==> src/sata_prim_pkg.sv <==
package sata_prim_pkg;

    // Request kinds from the transport layer
    typedef enum logic [3:0] {
        DATA,                                 // Frame payload, scrambled
        CRC,                                  // Frame CRC, scrambled like data
        SOF,
        EOF,
        HOLD,
        HOLDA,
        R_RDY,
        X_RDY,
        WTRM,
        R_IP,
        R_OK,
        R_ERR,
        SYNC,
        DMAT
    } prim_kind_t;

    // Primitive dwords, K28 always sits in byte 0
    localparam logic [31:0] ALIGN_P = 32'h7B4A_4ABC;
    localparam logic [31:0] CONT_P  = 32'h9999_AA7C;
    localparam logic [31:0] SYNC_P  = 32'hB5B5_957C;
    localparam logic [31:0] HOLD_P  = 32'hD5D5_AA7C;
    localparam logic [31:0] HOLDA_P = 32'h9595_AA7C;
    localparam logic [31:0] R_RDY_P = 32'h4A4A_957C;
    localparam logic [31:0] X_RDY_P = 32'h5757_B57C;
    localparam logic [31:0] SOF_P   = 32'h3737_B57C;
    localparam logic [31:0] EOF_P   = 32'hD5D5_B57C;
    localparam logic [31:0] WTRM_P  = 32'h5858_B57C;
    localparam logic [31:0] R_IP_P  = 32'h5555_B57C;
    localparam logic [31:0] R_OK_P  = 32'h3535_B57C;
    localparam logic [31:0] R_ERR_P = 32'h5656_B57C;
    localparam logic [31:0] DMAT_P  = 32'h3636_B57C;

    localparam logic [3:0] K_PRIM = 4'b0001; // K28 in the low byte
    localparam logic [3:0] K_DATA = 4'b0000; // Plain data characters

    // Code of a primitive kind, data kinds fall back to SYNC and are never sent so
    function automatic logic [31:0] prim_code(input prim_kind_t kind);
        case (kind)
            SOF:     return SOF_P;
            EOF:     return EOF_P;
            HOLD:    return HOLD_P;
            HOLDA:   return HOLDA_P;
            R_RDY:   return R_RDY_P;
            X_RDY:   return X_RDY_P;
            WTRM:    return WTRM_P;
            R_IP:    return R_IP_P;
            R_OK:    return R_OK_P;
            R_ERR:   return R_ERR_P;
            DMAT:    return DMAT_P;
            default: return SYNC_P;
        endcase
    endfunction

    function automatic logic is_data(input prim_kind_t kind);
        return (kind == DATA) || (kind == CRC); // Payload words of a frame
    endfunction

    // Frame delimiters and DMAT are one-shot, everything else may be continued
    function automatic logic is_repeatable(input prim_kind_t kind);
        return !is_data(kind) && (kind != SOF) && (kind != EOF) && (kind != DMAT);
    endfunction

endpackage

==> src/sata_link_pkg.sv <==
package sata_link_pkg;

    localparam int DWORD_W = 32; // Link word width

    // ALIGN pacing
    localparam int ALIGN_CNT_W = 8;                                // Counter wraps at 256
    localparam logic [ALIGN_CNT_W-1:0] ALIGN_SLOT0 = 8'd252;      // First pause count
    localparam logic [ALIGN_CNT_W-1:0] ALIGN_SLOT1 = 8'd253;      // Second pause count

    // Scrambler
    localparam logic [DWORD_W-1:0] LFSR_POLY = 32'h04C1_1DB7;     // Galois taps
    localparam logic [DWORD_W-1:0] LFSR_SEED = 32'hC2D2_768D;     // Value after reset and SOF

    // Continuation run
    localparam int RUN_W = 2;                                      // Saturating position
    localparam logic [RUN_W-1:0] RUN_CONT = 2'd3;                  // Position replaced by CONT

    // Tracker action codes towards the selector
    localparam int ACT_W = 2;
    localparam logic [ACT_W-1:0] ACT_PASS = 2'd0;                  // Send the primitive itself
    localparam logic [ACT_W-1:0] ACT_CONT = 2'd1;                  // Send CONT
    localparam logic [ACT_W-1:0] ACT_JUNK = 2'd2;                  // Send a junk word

endpackage

==> src/scrambler_lfsr.sv <==
`timescale 1ns/10ps

module scrambler_lfsr (
    input  logic                              clk,
    input  logic                              rst_n,
    input  logic                              restart_i,    // Load the seed
    input  logic                              advance_i,    // Step one full word
    output logic [sata_link_pkg::DWORD_W-1:0] word_o        // Current scrambler word
);

    logic [sata_link_pkg::DWORD_W-1:0] state;

    // One word = DWORD_W serial steps of a left-shifting Galois LFSR
    function automatic logic [sata_link_pkg::DWORD_W-1:0] next_word(
        input logic [sata_link_pkg::DWORD_W-1:0] cur
    );
        logic [sata_link_pkg::DWORD_W-1:0] s;
        s = cur;
        for (int i = 0; i < sata_link_pkg::DWORD_W; i++) begin
            if (s[sata_link_pkg::DWORD_W-1])
                s = (s << 1) ^ sata_link_pkg::LFSR_POLY; // MSB out feeds the taps
            else
                s = s << 1;
        end
        return s;
    endfunction

    always_ff @(posedge clk or negedge rst_n) begin
        if (!rst_n)
            state <= sata_link_pkg::LFSR_SEED;
        else if (restart_i)                               // Restart wins over advance
            state <= sata_link_pkg::LFSR_SEED;
        else if (advance_i)
            state <= next_word(state);
    end

    assign word_o = state;

    // Callers never ask for both in one cycle
    a_restart_xor_advance: assert property (@(posedge clk) disable iff (!rst_n)
        !(restart_i && advance_i))
        else $error("LFSR restart and advance in the same cycle");

endmodule

==> src/data_scrambler.sv <==
`timescale 1ns/10ps

module data_scrambler (
    input  logic                              clk,
    input  logic                              rst_n,
    input  logic                              take_i,      // Request accepted this cycle
    input  sata_prim_pkg::prim_kind_t         tx_kind_i,
    input  logic [sata_link_pkg::DWORD_W-1:0] tx_dat_i,
    output logic [sata_link_pkg::DWORD_W-1:0] scr_dat_o    // Payload XOR scrambler word
);

    logic                              take_sof;   // Accepted SOF
    logic                              take_body;  // Accepted DATA or CRC
    logic [sata_link_pkg::DWORD_W-1:0] lfsr_word;
    logic                              sof_seen;   // A frame has been opened since reset

    assign take_sof  = take_i && (tx_kind_i == sata_prim_pkg::SOF);
    assign take_body = take_i && sata_prim_pkg::is_data(tx_kind_i);

    scrambler_lfsr u_lfsr (
        .clk       (clk),
        .rst_n     (rst_n),
        .restart_i (take_sof),      // Each frame starts from the seed
        .advance_i (take_body),     // Step once per scrambled word
        .word_o    (lfsr_word)
    );

    // Word before the advance, the step lands at the edge ending the take
    assign scr_dat_o = tx_dat_i ^ lfsr_word;

    always_ff @(posedge clk or negedge rst_n) begin
        if (!rst_n)
            sof_seen <= 1'b0;
        else if (take_sof)
            sof_seen <= 1'b1;
    end

    // Body words only make sense inside a frame
    a_body_after_sof: assert property (@(posedge clk) disable iff (!rst_n)
        take_body |-> sof_seen)
        else $error("DATA or CRC taken before any SOF");

endmodule

==> src/prim_repeat_tracker.sv <==
`timescale 1ns/10ps

module prim_repeat_tracker (
    input  logic                              clk,
    input  logic                              rst_n,
    input  logic                              take_i,      // Request accepted this cycle
    input  sata_prim_pkg::prim_kind_t         tx_kind_i,
    output logic [sata_link_pkg::ACT_W-1:0]   act_o,       // Pass, CONT or junk
    output logic [sata_link_pkg::DWORD_W-1:0] junk_o       // Filler word after CONT
);

    sata_prim_pkg::prim_kind_t         last_kind;  // Kind of the previous take
    logic [sata_link_pkg::RUN_W-1:0]   run_pos;    // Position of the previous take in its run
    logic [sata_link_pkg::RUN_W-1:0]   run_nxt;    // Position this request would get
    logic                              same_prim;  // Request continues the run
    logic                              take_junk;

    assign same_prim = sata_prim_pkg::is_repeatable(tx_kind_i) && (tx_kind_i == last_kind);

    // Saturating run position
    always_comb begin
        if (!same_prim)
            run_nxt = sata_link_pkg::RUN_W'(1);                 // New run
        else if (run_pos == sata_link_pkg::RUN_CONT)
            run_nxt = run_pos;                                   // Stays at 3 or more
        else
            run_nxt = run_pos + 1'b1;
    end

    always_comb begin
        if (run_nxt != sata_link_pkg::RUN_CONT)
            act_o = sata_link_pkg::ACT_PASS;                     // Positions 1 and 2
        else if (run_pos != sata_link_pkg::RUN_CONT)
            act_o = sata_link_pkg::ACT_CONT;                     // First step into 3
        else
            act_o = sata_link_pkg::ACT_JUNK;                     // Rest of the run
    end

    // Only taken requests move the run, ALIGN cycles leave it alone
    always_ff @(posedge clk or negedge rst_n) begin
        if (!rst_n) begin
            last_kind <= sata_prim_pkg::DATA;                    // Matches no primitive
            run_pos   <= '0;
        end else if (take_i) begin
            last_kind <= tx_kind_i;
            run_pos   <= run_nxt;
        end
    end

    assign take_junk = take_i && (act_o == sata_link_pkg::ACT_JUNK);

    scrambler_lfsr u_junk_lfsr (
        .clk       (clk),
        .rst_n     (rst_n),
        .restart_i (1'b0),          // Junk stream never restarts
        .advance_i (take_junk),     // New junk only when one is sent
        .word_o    (junk_o)
    );

    // CONT follows two takes of the same repeatable kind
    a_cont_repeatable: assert property (@(posedge clk) disable iff (!rst_n)
        (take_i && act_o == sata_link_pkg::ACT_CONT)
            |-> sata_prim_pkg::is_repeatable(tx_kind_i) && (tx_kind_i == last_kind))
        else $error("CONT chosen for a kind that cannot be continued");

endmodule

==> src/link_tx_mux.sv <==
`timescale 1ns/10ps

module link_tx_mux (
    input  logic                              clk,
    input  logic                              rst_n,
    input  logic                              phy_rdy_i,
    input  logic                              tx_req_i,
    input  sata_prim_pkg::prim_kind_t         tx_kind_i,
    input  logic [sata_link_pkg::DWORD_W-1:0] scr_dat_i,   // From the data scrambler
    input  logic [sata_link_pkg::ACT_W-1:0]   act_i,       // From the repeat tracker
    input  logic [sata_link_pkg::DWORD_W-1:0] junk_i,
    output logic                              take_o,      // Handshake fires
    output logic                              tx_ready_o,
    output logic [sata_link_pkg::DWORD_W-1:0] tx_dat_o,
    output logic [3:0]                        tx_char_o
);

    logic [sata_link_pkg::ALIGN_CNT_W-1:0] align_cnt;  // Cycles since PHY ready, mod 256
    logic                                  pause;      // ALIGN slot, no takes
    logic [sata_link_pkg::DWORD_W-1:0]     dat_nxt;
    logic [3:0]                            char_nxt;

    // Free count while PHY is up
    always_ff @(posedge clk or negedge rst_n) begin
        if (!rst_n)
            align_cnt <= '0;
        else if (phy_rdy_i)
            align_cnt <= align_cnt + 1'b1;                  // Wraps at 256
        else
            align_cnt <= '0;
    end

    assign pause = (align_cnt == sata_link_pkg::ALIGN_SLOT0) ||
                   (align_cnt == sata_link_pkg::ALIGN_SLOT1);

    assign tx_ready_o = phy_rdy_i && !pause;
    assign take_o     = tx_req_i && tx_ready_o;

    // Priority: taken request, then ALIGN, then SYNC
    always_comb begin
        if (take_o) begin
            if (sata_prim_pkg::is_data(tx_kind_i)) begin
                dat_nxt  = scr_dat_i;                        // Scrambled payload
                char_nxt = sata_prim_pkg::K_DATA;
            end else begin
                case (act_i)
                    sata_link_pkg::ACT_CONT: begin
                        dat_nxt  = sata_prim_pkg::CONT_P;
                        char_nxt = sata_prim_pkg::K_PRIM;
                    end
                    sata_link_pkg::ACT_JUNK: begin
                        dat_nxt  = junk_i;                   // Looks like data on the wire
                        char_nxt = sata_prim_pkg::K_DATA;
                    end
                    default: begin
                        dat_nxt  = sata_prim_pkg::prim_code(tx_kind_i);
                        char_nxt = sata_prim_pkg::K_PRIM;
                    end
                endcase
            end
        end else if (pause) begin
            dat_nxt  = sata_prim_pkg::ALIGN_P;
            char_nxt = sata_prim_pkg::K_PRIM;
        end else begin
            dat_nxt  = sata_prim_pkg::SYNC_P;                // Idle fill
            char_nxt = sata_prim_pkg::K_PRIM;
        end
    end

    // One cycle to the PHY
    always_ff @(posedge clk or negedge rst_n) begin
        if (!rst_n) begin
            tx_dat_o  <= sata_prim_pkg::SYNC_P;
            tx_char_o <= sata_prim_pkg::K_PRIM;
        end else begin
            tx_dat_o  <= dat_nxt;
            tx_char_o <= char_nxt;
        end
    end

    // Ready stays low over both counts of the pause
    a_pause_not_ready: assert property (@(posedge clk) disable iff (!rst_n)
        (align_cnt == sata_link_pkg::ALIGN_SLOT0) |-> !tx_ready_o ##1 !tx_ready_o)
        else $error("Ready high during an ALIGN slot");

endmodule

==> src/sata_link_tx.sv <==
`timescale 1ns/10ps

module sata_link_tx (
    input  logic                              clk,
    input  logic                              rst_n,
    input  logic                              phy_rdy_i,   // PHY link is up
    input  logic                              tx_req_i,
    input  sata_prim_pkg::prim_kind_t         tx_kind_i,
    input  logic [sata_link_pkg::DWORD_W-1:0] tx_dat_i,
    output logic                              tx_ready_o,  // Low during ALIGN slots
    output logic [sata_link_pkg::DWORD_W-1:0] tx_dat_o,    // Word to the PHY
    output logic [3:0]                        tx_char_o    // K mask of that word
);

    logic                              take;
    logic [sata_link_pkg::DWORD_W-1:0] scr_dat;
    logic [sata_link_pkg::ACT_W-1:0]   act;
    logic [sata_link_pkg::DWORD_W-1:0] junk;

    data_scrambler u_data_scrambler (
        .clk       (clk),
        .rst_n     (rst_n),
        .take_i    (take),
        .tx_kind_i (tx_kind_i),
        .tx_dat_i  (tx_dat_i),
        .scr_dat_o (scr_dat)
    );

    prim_repeat_tracker u_repeat_tracker (
        .clk       (clk),
        .rst_n     (rst_n),
        .take_i    (take),
        .tx_kind_i (tx_kind_i),
        .act_o     (act),
        .junk_o    (junk)
    );

    link_tx_mux u_tx_mux (
        .clk        (clk),
        .rst_n      (rst_n),
        .phy_rdy_i  (phy_rdy_i),
        .tx_req_i   (tx_req_i),
        .tx_kind_i  (tx_kind_i),
        .scr_dat_i  (scr_dat),
        .act_i      (act),
        .junk_i     (junk),
        .take_o     (take),
        .tx_ready_o (tx_ready_o),
        .tx_dat_o   (tx_dat_o),
        .tx_char_o  (tx_char_o)
    );

endmodule

==> config.mk <==
export PLATFORM = sky130hd
export DESIGN_NAME = sata_link_tx
export DESIGN_NICKNAME = d
export VERILOG_FILES = /design/src/sata_prim_pkg.sv /design/src/sata_link_pkg.sv /design/src/scrambler_lfsr.sv /design/src/data_scrambler.sv /design/src/prim_repeat_tracker.sv /design/src/link_tx_mux.sv /design/src/sata_link_tx.sv
export SDC_FILE = /design/constraint.sdc
export NUM_CORES = 1
export LEC_CHECK = 0
export CORE_ASPECT_RATIO = 0.75
export CORE_MARGIN = 10
export CORE_UTILIZATION = 31
export DETAILED_ROUTE_END_ITERATION = 8
export DONT_BUFFER_PORTS = 1
export GPL_ROUTABILITY_DRIVEN = 0
export GPL_TIMING_DRIVEN = 0
export PLACE_DENSITY = 0.53
export SYNTH_ARGS = -nofsm -noshare
export SYNTH_HDL_FRONTEND = slang
export SYNTH_HIERARCHICAL = 1
export SYNTH_SLANG_ARGS = --single-unit
==> constraint.sdc <==
create_clock -name clk -period 3.9 [get_ports clk]
set_clock_uncertainty 0.2 [all_clocks]
set_input_delay 0.78 -clock clk [delete_from_list [all_inputs] [get_ports clk]]
set_output_delay 0.78 -clock clk [all_outputs]
set_load 0.02 [all_outputs]
# Word level (Yosys, flattened, before mapping)
# Memories as Yosys holds them, arrays and structs flattened.
# Index checks and enable logic that the tools add are counted.
# Widths: inputs -> output; s select.
# word_totals
mem_count	1
inputBits	40
romBits	352
ff_bits	114
wordCells	274
# mem_list
memory	depth	word_bits	rd	rd_ports_with_merged_regs	write_ports	line_no	text
(no name shown)	16	22	1	0	0	sata_prim_pkg.sv:42	case (kind)
# op_classes
add_sub_neg	2
n_reduce_logical	15
bitwise_logic	65
muxes	171
n_eq_ne	13
# op_table
operator	n
$mux 32	98
$mux 27	64
$not 14->14	64
$pmux 32 s2	1
$xor 32x32->32	1
$eq 8x8->1 const B	2
$logic_and 1x1->1	9
$add 8x1->8 const B	1
$mux 2	4
$mux 4	2
$mux 8	1
$ne 4x2->1 const B	2
$eq 2x2->1 const B	2
$eq 4x1->1 const B	1
$eq 4x2->1 const B	1
$eq 4x4->1	1
$logic_not 4->1	1
$ne 2x2->1 const B	2
$ne 4x4->1 const B	1
$add 2x1->2 const B	1
$eq 2x1->1 const B	1
$logic_not 1->1	2
$logic_or 1x1->1	2
$reduce_bool 2->1	1
$mux 1	1

# Longest topological paths before layout
# logic_depth
word_depth	132
depth_mapped	12
depth_no_buf	10

# Cells and area by module
# The synthesis kept the hierarchy.
# by_module_without_submodules
mod	seq_area_each_um2	area_each_um2	cells_each	instances
scrambler_lfsr	820.8	4242.8	350	2
link_tx_mux	1051.0	2399.8	252	1
prim_repeat_tracker	150.1	329.1	28	1
data_scrambler	0.0	305.3	35	1

# Least setup slack after synthesis
# Ideal clock, no wire load.
# synth_timing
kind	register to register
from	register u_data_scrambler.u_lfsr.state, in the netlist u_data_scrambler/u_lfsr/word_o[23]
to	register u_data_scrambler.u_lfsr.state, in the netlist u_data_scrambler/u_lfsr/word_o[24]
arrival_time_ns	3.301
path_slack_ns	0.322
path_stages_with_launch	10
cell_sequence	dfstp_2 -> buf_6 -> xor3_2 -> xnor3_2 -> xnor3_4 -> xor2_4 -> xnor3_2 -> xor3_1 -> or3_1 -> a21oi_1
# synth_between
elab_chain_len	103
word_cells_on_any_way	108
# synth_rtl
item	line_no	text
start, declared	scrambler_lfsr.sv:11	logic [sata_link_pkg::DWORD_W-1:0] state;
start signal, assigned	scrambler_lfsr.sv:30	state <= sata_link_pkg::LFSR_SEED;
start signal, assigned	scrambler_lfsr.sv:32	state <= sata_link_pkg::LFSR_SEED;
start signal, assigned	scrambler_lfsr.sv:34	state <= next_word(state);
$mux 27 (*)	scrambler_lfsr.sv:20	if (s[sata_link_pkg::DWORD_W-1])
$mux 32 (*)	scrambler_lfsr.sv:33	else if (advance_i)
$mux 32 (*)	scrambler_lfsr.sv:31	else if (restart_i)
$mux 27 (*)	scrambler_lfsr.sv:20	
$mux 32 (*)	scrambler_lfsr.sv:33	
$mux 32 (*)	scrambler_lfsr.sv:31	
$not 14->14 (no source line)	--	
$mux 27 (*)	scrambler_lfsr.sv:20	
(+87 left out)	--	
$mux 32 (*)	scrambler_lfsr.sv:31	
$not 14->14 (no source line)	--	
$mux 27 (*)	scrambler_lfsr.sv:20	
$mux 32 (*)	scrambler_lfsr.sv:33	
$mux 32 (*)	scrambler_lfsr.sv:31	
$mux 27 (*)	scrambler_lfsr.sv:20	
$mux 32 (*)	scrambler_lfsr.sv:33	
$mux 32 (*)	scrambler_lfsr.sv:31	
# Mark *: on every way between the ends. The rest lies on a longest branch, timed or not. The select of a mux whose other input is x is not followed.
# A chain may end at the register's enable or synchronous reset.

# Final worst setup path
# layout_timing
from	register u_data_scrambler.u_lfsr.state, in the netlist u_data_scrambler/u_lfsr/word_o[23]
to	register u_data_scrambler.u_lfsr.state, in the netlist u_data_scrambler/u_lfsr/word_o[4]
# layout_between
elab_chain_len	93
word_cells_on_any_way	103
# layout_rtl
item	line_no
$mux 27 (*)	scrambler_lfsr.sv:20
$mux 32 (*)	scrambler_lfsr.sv:33
$mux 32 (*)	scrambler_lfsr.sv:31
$mux 27 (*)	scrambler_lfsr.sv:20
$mux 32 (*)	scrambler_lfsr.sv:33
$mux 32 (*)	scrambler_lfsr.sv:31
$not 14->14 (no source line)	--
$mux 27 (*)	scrambler_lfsr.sv:20
(+77 left out)	--
$mux 32 (*)	scrambler_lfsr.sv:31
$mux 27 (*)	scrambler_lfsr.sv:20
$mux 32 (*)	scrambler_lfsr.sv:33
$mux 32 (*)	scrambler_lfsr.sv:31
$not 14->14 (no source line)	--
$mux 27 (*)	scrambler_lfsr.sv:20
$mux 32 (*)	scrambler_lfsr.sv:33
$mux 32 (*)	scrambler_lfsr.sv:31
# Marks and branches as above.

==> flow_summary.yaml <==
setup_path:
  reg2reg_slack_ps: 120
  worst-endpoint-arrival_ps: 3880
  reg2reg_from: "u_data_scrambler/u_lfsr/word_o[23]$_DFFE_PN1P_"
  reg2reg_to: "u_data_scrambler/u_lfsr/word_o[4]$_DFFE_PN0P_"
  critPathMaxFanout: 8
  critical_path_class: "reg2reg"
  critical_path_required_ps: 4000
  timing.reg2reg.worst_path_depth: 9
  timing.critical_path.to_type: "register"
  startpoint_type: "register"
  cp-startpoint: "u_data_scrambler/u_lfsr/word_o[23]$_DFFE_PN1P_"
sta:
  final_hold_viol_count: 0
  number_of_max_slew_violations_in_the_final_report: 0
  finalSetupViolCount: 0
  rsz0062_at_grt: "true"
  final.period_utilization: 0.969
  final_period_minus_worst_setup_slack_ps: 3780
  normalized_max_slew_margin: 0.392
  fmax_mhz: 265
  worst_pin_slew_ps: 910
  postLayoutSetupSlackWorst_ps: 121
synthesis:
  synthesis.area_mm2: 0.0115
  synth_edf_count: 0
  yosysSeqAreaShare: 0.247
  syn_inst: 1015
  post_synth_num_cell_types: 68
  synth_top_area_share: 0.178
  async_reset_ff_frac: 1.00
  synthDominantAreaCellType: "sky130_fd_sc_hd__xnor2_1"
  netlist_top_cells_area: "sky130_fd_sc_hd__xnor2_1 18%, sky130_fd_sc_hd__xnor3_1 15%, sky130_fd_sc_hd__dfrtp_1 13%, sky130_fd_sc_hd__dfstp_2 12%, sky130_fd_sc_hd__xor2_1 9.2%"
  yosys_warnings: 6
  primary_ff_master_synth: "sky130_fd_sc_hd__dfrtp_1"
  syn_avg_cell_area_um2: 11.3
  yosys_register_bits: 111
drt:
  detail_route.wirelength_um: 37600
  vias_per_cell: 5.01
  drcViolationCount: 0
  drt-pass1-iter-count: 5
  antenna_left: 0
  dr_total_vias: 7809
  first_iter_violations: 850
  avgRoutedWirePerCell_um: 24.1
global_routing:
  vias_in_the_first_global_route: 7636
  gr-usage-all-layers: 0.162
  antenna_violations_before_repair: 0
  pin_count_of_the_biggest_net_entering_global_routing: 60
  first_pass_grt_wire_length_um: 54100
  overall_overflow_remaining_after_global_route: 0
clock_tree:
  clock_sink_count: 111
  cts_inserted_buffers: 9
  tritoncts: "done"
  worst_setup_hold_path_clk_slew_ps: 70
  later_pin_clock_latency_in_the_skew_report_ps: 380
  ctsHtreeMaxLevel: 3
  clock_tree.root_cell: "sky130_fd_sc_hd__clkbuf_16"
  cts_max_path_buffers: 2
die:
  fp-row-count: 61
  die_span_y_um: 187
  dieArea_mm2: 0.0454
  floorplan.initialDensity: 0.312
  die-width_um: 243
  io-pin-count: 77
  floorplan.core_area_mm2: 0.0369
finish:
  final_cell_count_no_fill: 1559
  areaGrowthSynthToFinish_pct: 14.2
  n_antenna_cell: 0
  layout-drive-gt1-share: 0.227
  finalNetCount: 1101
min_path:
  min-delay-path-class: "in2async"
placed_design:
  place_inst: 1526
  pre_cts_slack_ps: -447
  port_buffers: 0
  hpwl_um: 30100
run:
  drv_cap: 0
run_status:
  run_status: "complete, no violations"
==> logic make-up after synthesis <==
logic type / count (synthesis) / share of synthesized area
XOR/XNOR: 489 / 0.529
buffers and inverters: 79 / 0.0356
adder cells (fa/ha/maj): 11 / 0.0119
AO/OA/AOI/OAI: 127 / 0.0795
AND/OR/NAND/NOR: 171 / 0.0743
flip-flops: 111 / 0.247
multiplexers: 25 / 0.0222
other: 2 / 0.000652
==> synthesized netlist by cell type (4+ instances only) <==
library cell                count
sky130_fd_sc_hd__o21bai_1       6
sky130_fd_sc_hd__a211oi_1      22
sky130_fd_sc_hd__inv_1         11
sky130_fd_sc_hd__a2111oi_0      5
sky130_fd_sc_hd__buf_4          5
sky130_fd_sc_hd__xnor2_1      234
sky130_fd_sc_hd__o31ai_1       19
sky130_fd_sc_hd__xor2_2         6
sky130_fd_sc_hd__xor3_1        16
sky130_fd_sc_hd__nor3_1         7
sky130_fd_sc_hd__or2_2          4
sky130_fd_sc_hd__xor2_1       121
sky130_fd_sc_hd__and3_1         5
sky130_fd_sc_hd__o21ai_1        4
sky130_fd_sc_hd__mux2_2         4
sky130_fd_sc_hd__nand2_1       12
sky130_fd_sc_hd__xor3_4         4
sky130_fd_sc_hd__nand2b_1       4
sky130_fd_sc_hd__o21ai_0        9
sky130_fd_sc_hd__nand3_1        6
sky130_fd_sc_hd__a211o_1       18
sky130_fd_sc_hd__buf_6          8
sky130_fd_sc_hd__xnor3_2       14
sky130_fd_sc_hd__and2_1         8
sky130_fd_sc_hd__a21oi_1       22
sky130_fd_sc_hd__a31oi_1        5
sky130_fd_sc_hd__nor2b_1       16
sky130_fd_sc_hd__ha_1          11
sky130_fd_sc_hd__xnor2_2       12
sky130_fd_sc_hd__dfrtp_1       59
sky130_fd_sc_hd__nor2_1        87
sky130_fd_sc_hd__buf_2         28
sky130_fd_sc_hd__mux2i_1       21
sky130_fd_sc_hd__dfstp_2       52
sky130_fd_sc_hd__clkbuf_1      23
sky130_fd_sc_hd__xnor3_1       76
==> placed cells by master (no fill, tap or decap), types with 5 or more instances in the layout <==
master	synthesis	layout
sky130_fd_sc_hd__xnor2_1	234	220
sky130_fd_sc_hd__xor2_1	121	113
sky130_fd_sc_hd__nor2_1	87	86
sky130_fd_sc_hd__xnor3_1	76	65
sky130_fd_sc_hd__dfrtp_1	59	59
sky130_fd_sc_hd__dfstp_2	52	52
sky130_fd_sc_hd__buf_2	28	27
sky130_fd_sc_hd__xnor3_2	14	25
sky130_fd_sc_hd__a21oi_1	22	22
sky130_fd_sc_hd__a211oi_1	22	22
sky130_fd_sc_hd__mux2i_1	21	21
sky130_fd_sc_hd__buf_4	5	21
sky130_fd_sc_hd__o31ai_1	19	19
sky130_fd_sc_hd__a211o_1	18	18
sky130_fd_sc_hd__nor2b_1	16	16
sky130_fd_sc_hd__xnor2_2	12	14
sky130_fd_sc_hd__clkbuf_1	23	14
sky130_fd_sc_hd__xor2_4	2	13
sky130_fd_sc_hd__xnor2_4	0	12
sky130_fd_sc_hd__nand2_1	12	12
sky130_fd_sc_hd__xor3_1	16	11
sky130_fd_sc_hd__inv_1	11	11
sky130_fd_sc_hd__ha_1	11	11
sky130_fd_sc_hd__clkbuf_16	0	9
sky130_fd_sc_hd__o21ai_0	9	9
sky130_fd_sc_hd__conb_1	2	9
sky130_fd_sc_hd__buf_6	8	8
sky130_fd_sc_hd__and2_1	8	8
sky130_fd_sc_hd__clkbuf_2	0	7
sky130_fd_sc_hd__xor3_2	2	7
sky130_fd_sc_hd__nor3_1	7	7
sky130_fd_sc_hd__o21bai_1	6	6
sky130_fd_sc_hd__nand3_1	6	6
sky130_fd_sc_hd__and3_1	5	5
sky130_fd_sc_hd__a31oi_1	5	5
==> per-layer routing <==
metal | track usage | vias to the layer above | wire length [um]
met5 | 0 | - | 0
met4 | 0.0192 | 0 | 248
met3 | 0.0588 | 15 | 3910
met2 | 0.199 | 333 | 13600
met1 | 0.261 | 3988 | 19800
li1 | - | 3473 | -
==> how the worst max path moves through the flow <==
stage                                                                     to  slack (ps)
final                          u_data_scrambler/u_lfsr/word_o[4]$_DFFE_PN0P_         120
after global routing      u_repeat_tracker/u_junk_lfsr/word_o[8]$_DFFE_PN0P_         -30
after CTS                     u_data_scrambler/u_lfsr/word_o[29]$_DFFE_PN0P_           1
after detailed placement      u_data_scrambler/u_lfsr/word_o[20]$_DFFE_PN1P_        -450
after global placement        u_data_scrambler/u_lfsr/word_o[20]$_DFFE_PN1P_        -500
after floorplan               u_data_scrambler/u_lfsr/word_o[24]$_DFFE_PN0P_         320
==> through the flow <==
stage	utilization	area, um^2	hold WS [ps]	setup TNS, ps
finish	0.357	13200	50.1	0
global route	0.357	13200	24.6	-28.4
CTS	0.347	12800	25.1	0
detailed placement	0.330	12200	289	-11960
global placement	0.330	12200	288	-11540
floorplan	-	11500	284	0
==> sequential cells by signal, indices dropped and copies added, names as in the netlist <==
name	count
u_data_scrambler/u_lfsr/word_o	32
u_repeat_tracker/u_junk_lfsr/word_o	32
u_tx_mux/tx_dat_o	32
u_tx_mux/align_cnt	8
u_repeat_tracker/last_kind	4
u_repeat_tracker/run_pos	2
u_tx_mux/tx_char_o	1
==> worst max-delay path: stages, from the launching register on <==
cell	delay, ps
sky130_fd_sc_hd__dfstp_2	550
sky130_fd_sc_hd__buf_6	160
sky130_fd_sc_hd__xor3_2	420
sky130_fd_sc_hd__xnor3_2	440
sky130_fd_sc_hd__xnor3_4	440
sky130_fd_sc_hd__xnor3_2	570
sky130_fd_sc_hd__xnor3_1	480
sky130_fd_sc_hd__xnor2_1	230
sky130_fd_sc_hd__mux2i_1	100
sky130_fd_sc_hd__nor2_1	100
==> area by class of cell <==
cell class / instances / area, um^2
plain buffers: 64 / 369
inverters: 12 / 45.0
clock buffers: 9 / 225
well taps: 504 / 631
multi-input cells: 832 / 8750
fillers: 3623 / 23700
flip-flops and latches: 111 / 2840
repair buffers: 20 / 208
clock inverters: 7 / 88.8
==> what timing repair did <==
action / CTS / global route
pin swaps: 4 / 5
hold buffers: 1 / 0
hold endpoints to repair: 59 / 0
setup buffers: 6 / 13
resized for setup: 35 / 45
setup endpoints to repair: 57 / 55
Power is left out: the tool's default activity adds up to more than one toggle a clock period on the data nets, which glitch-free logic cannot reach.
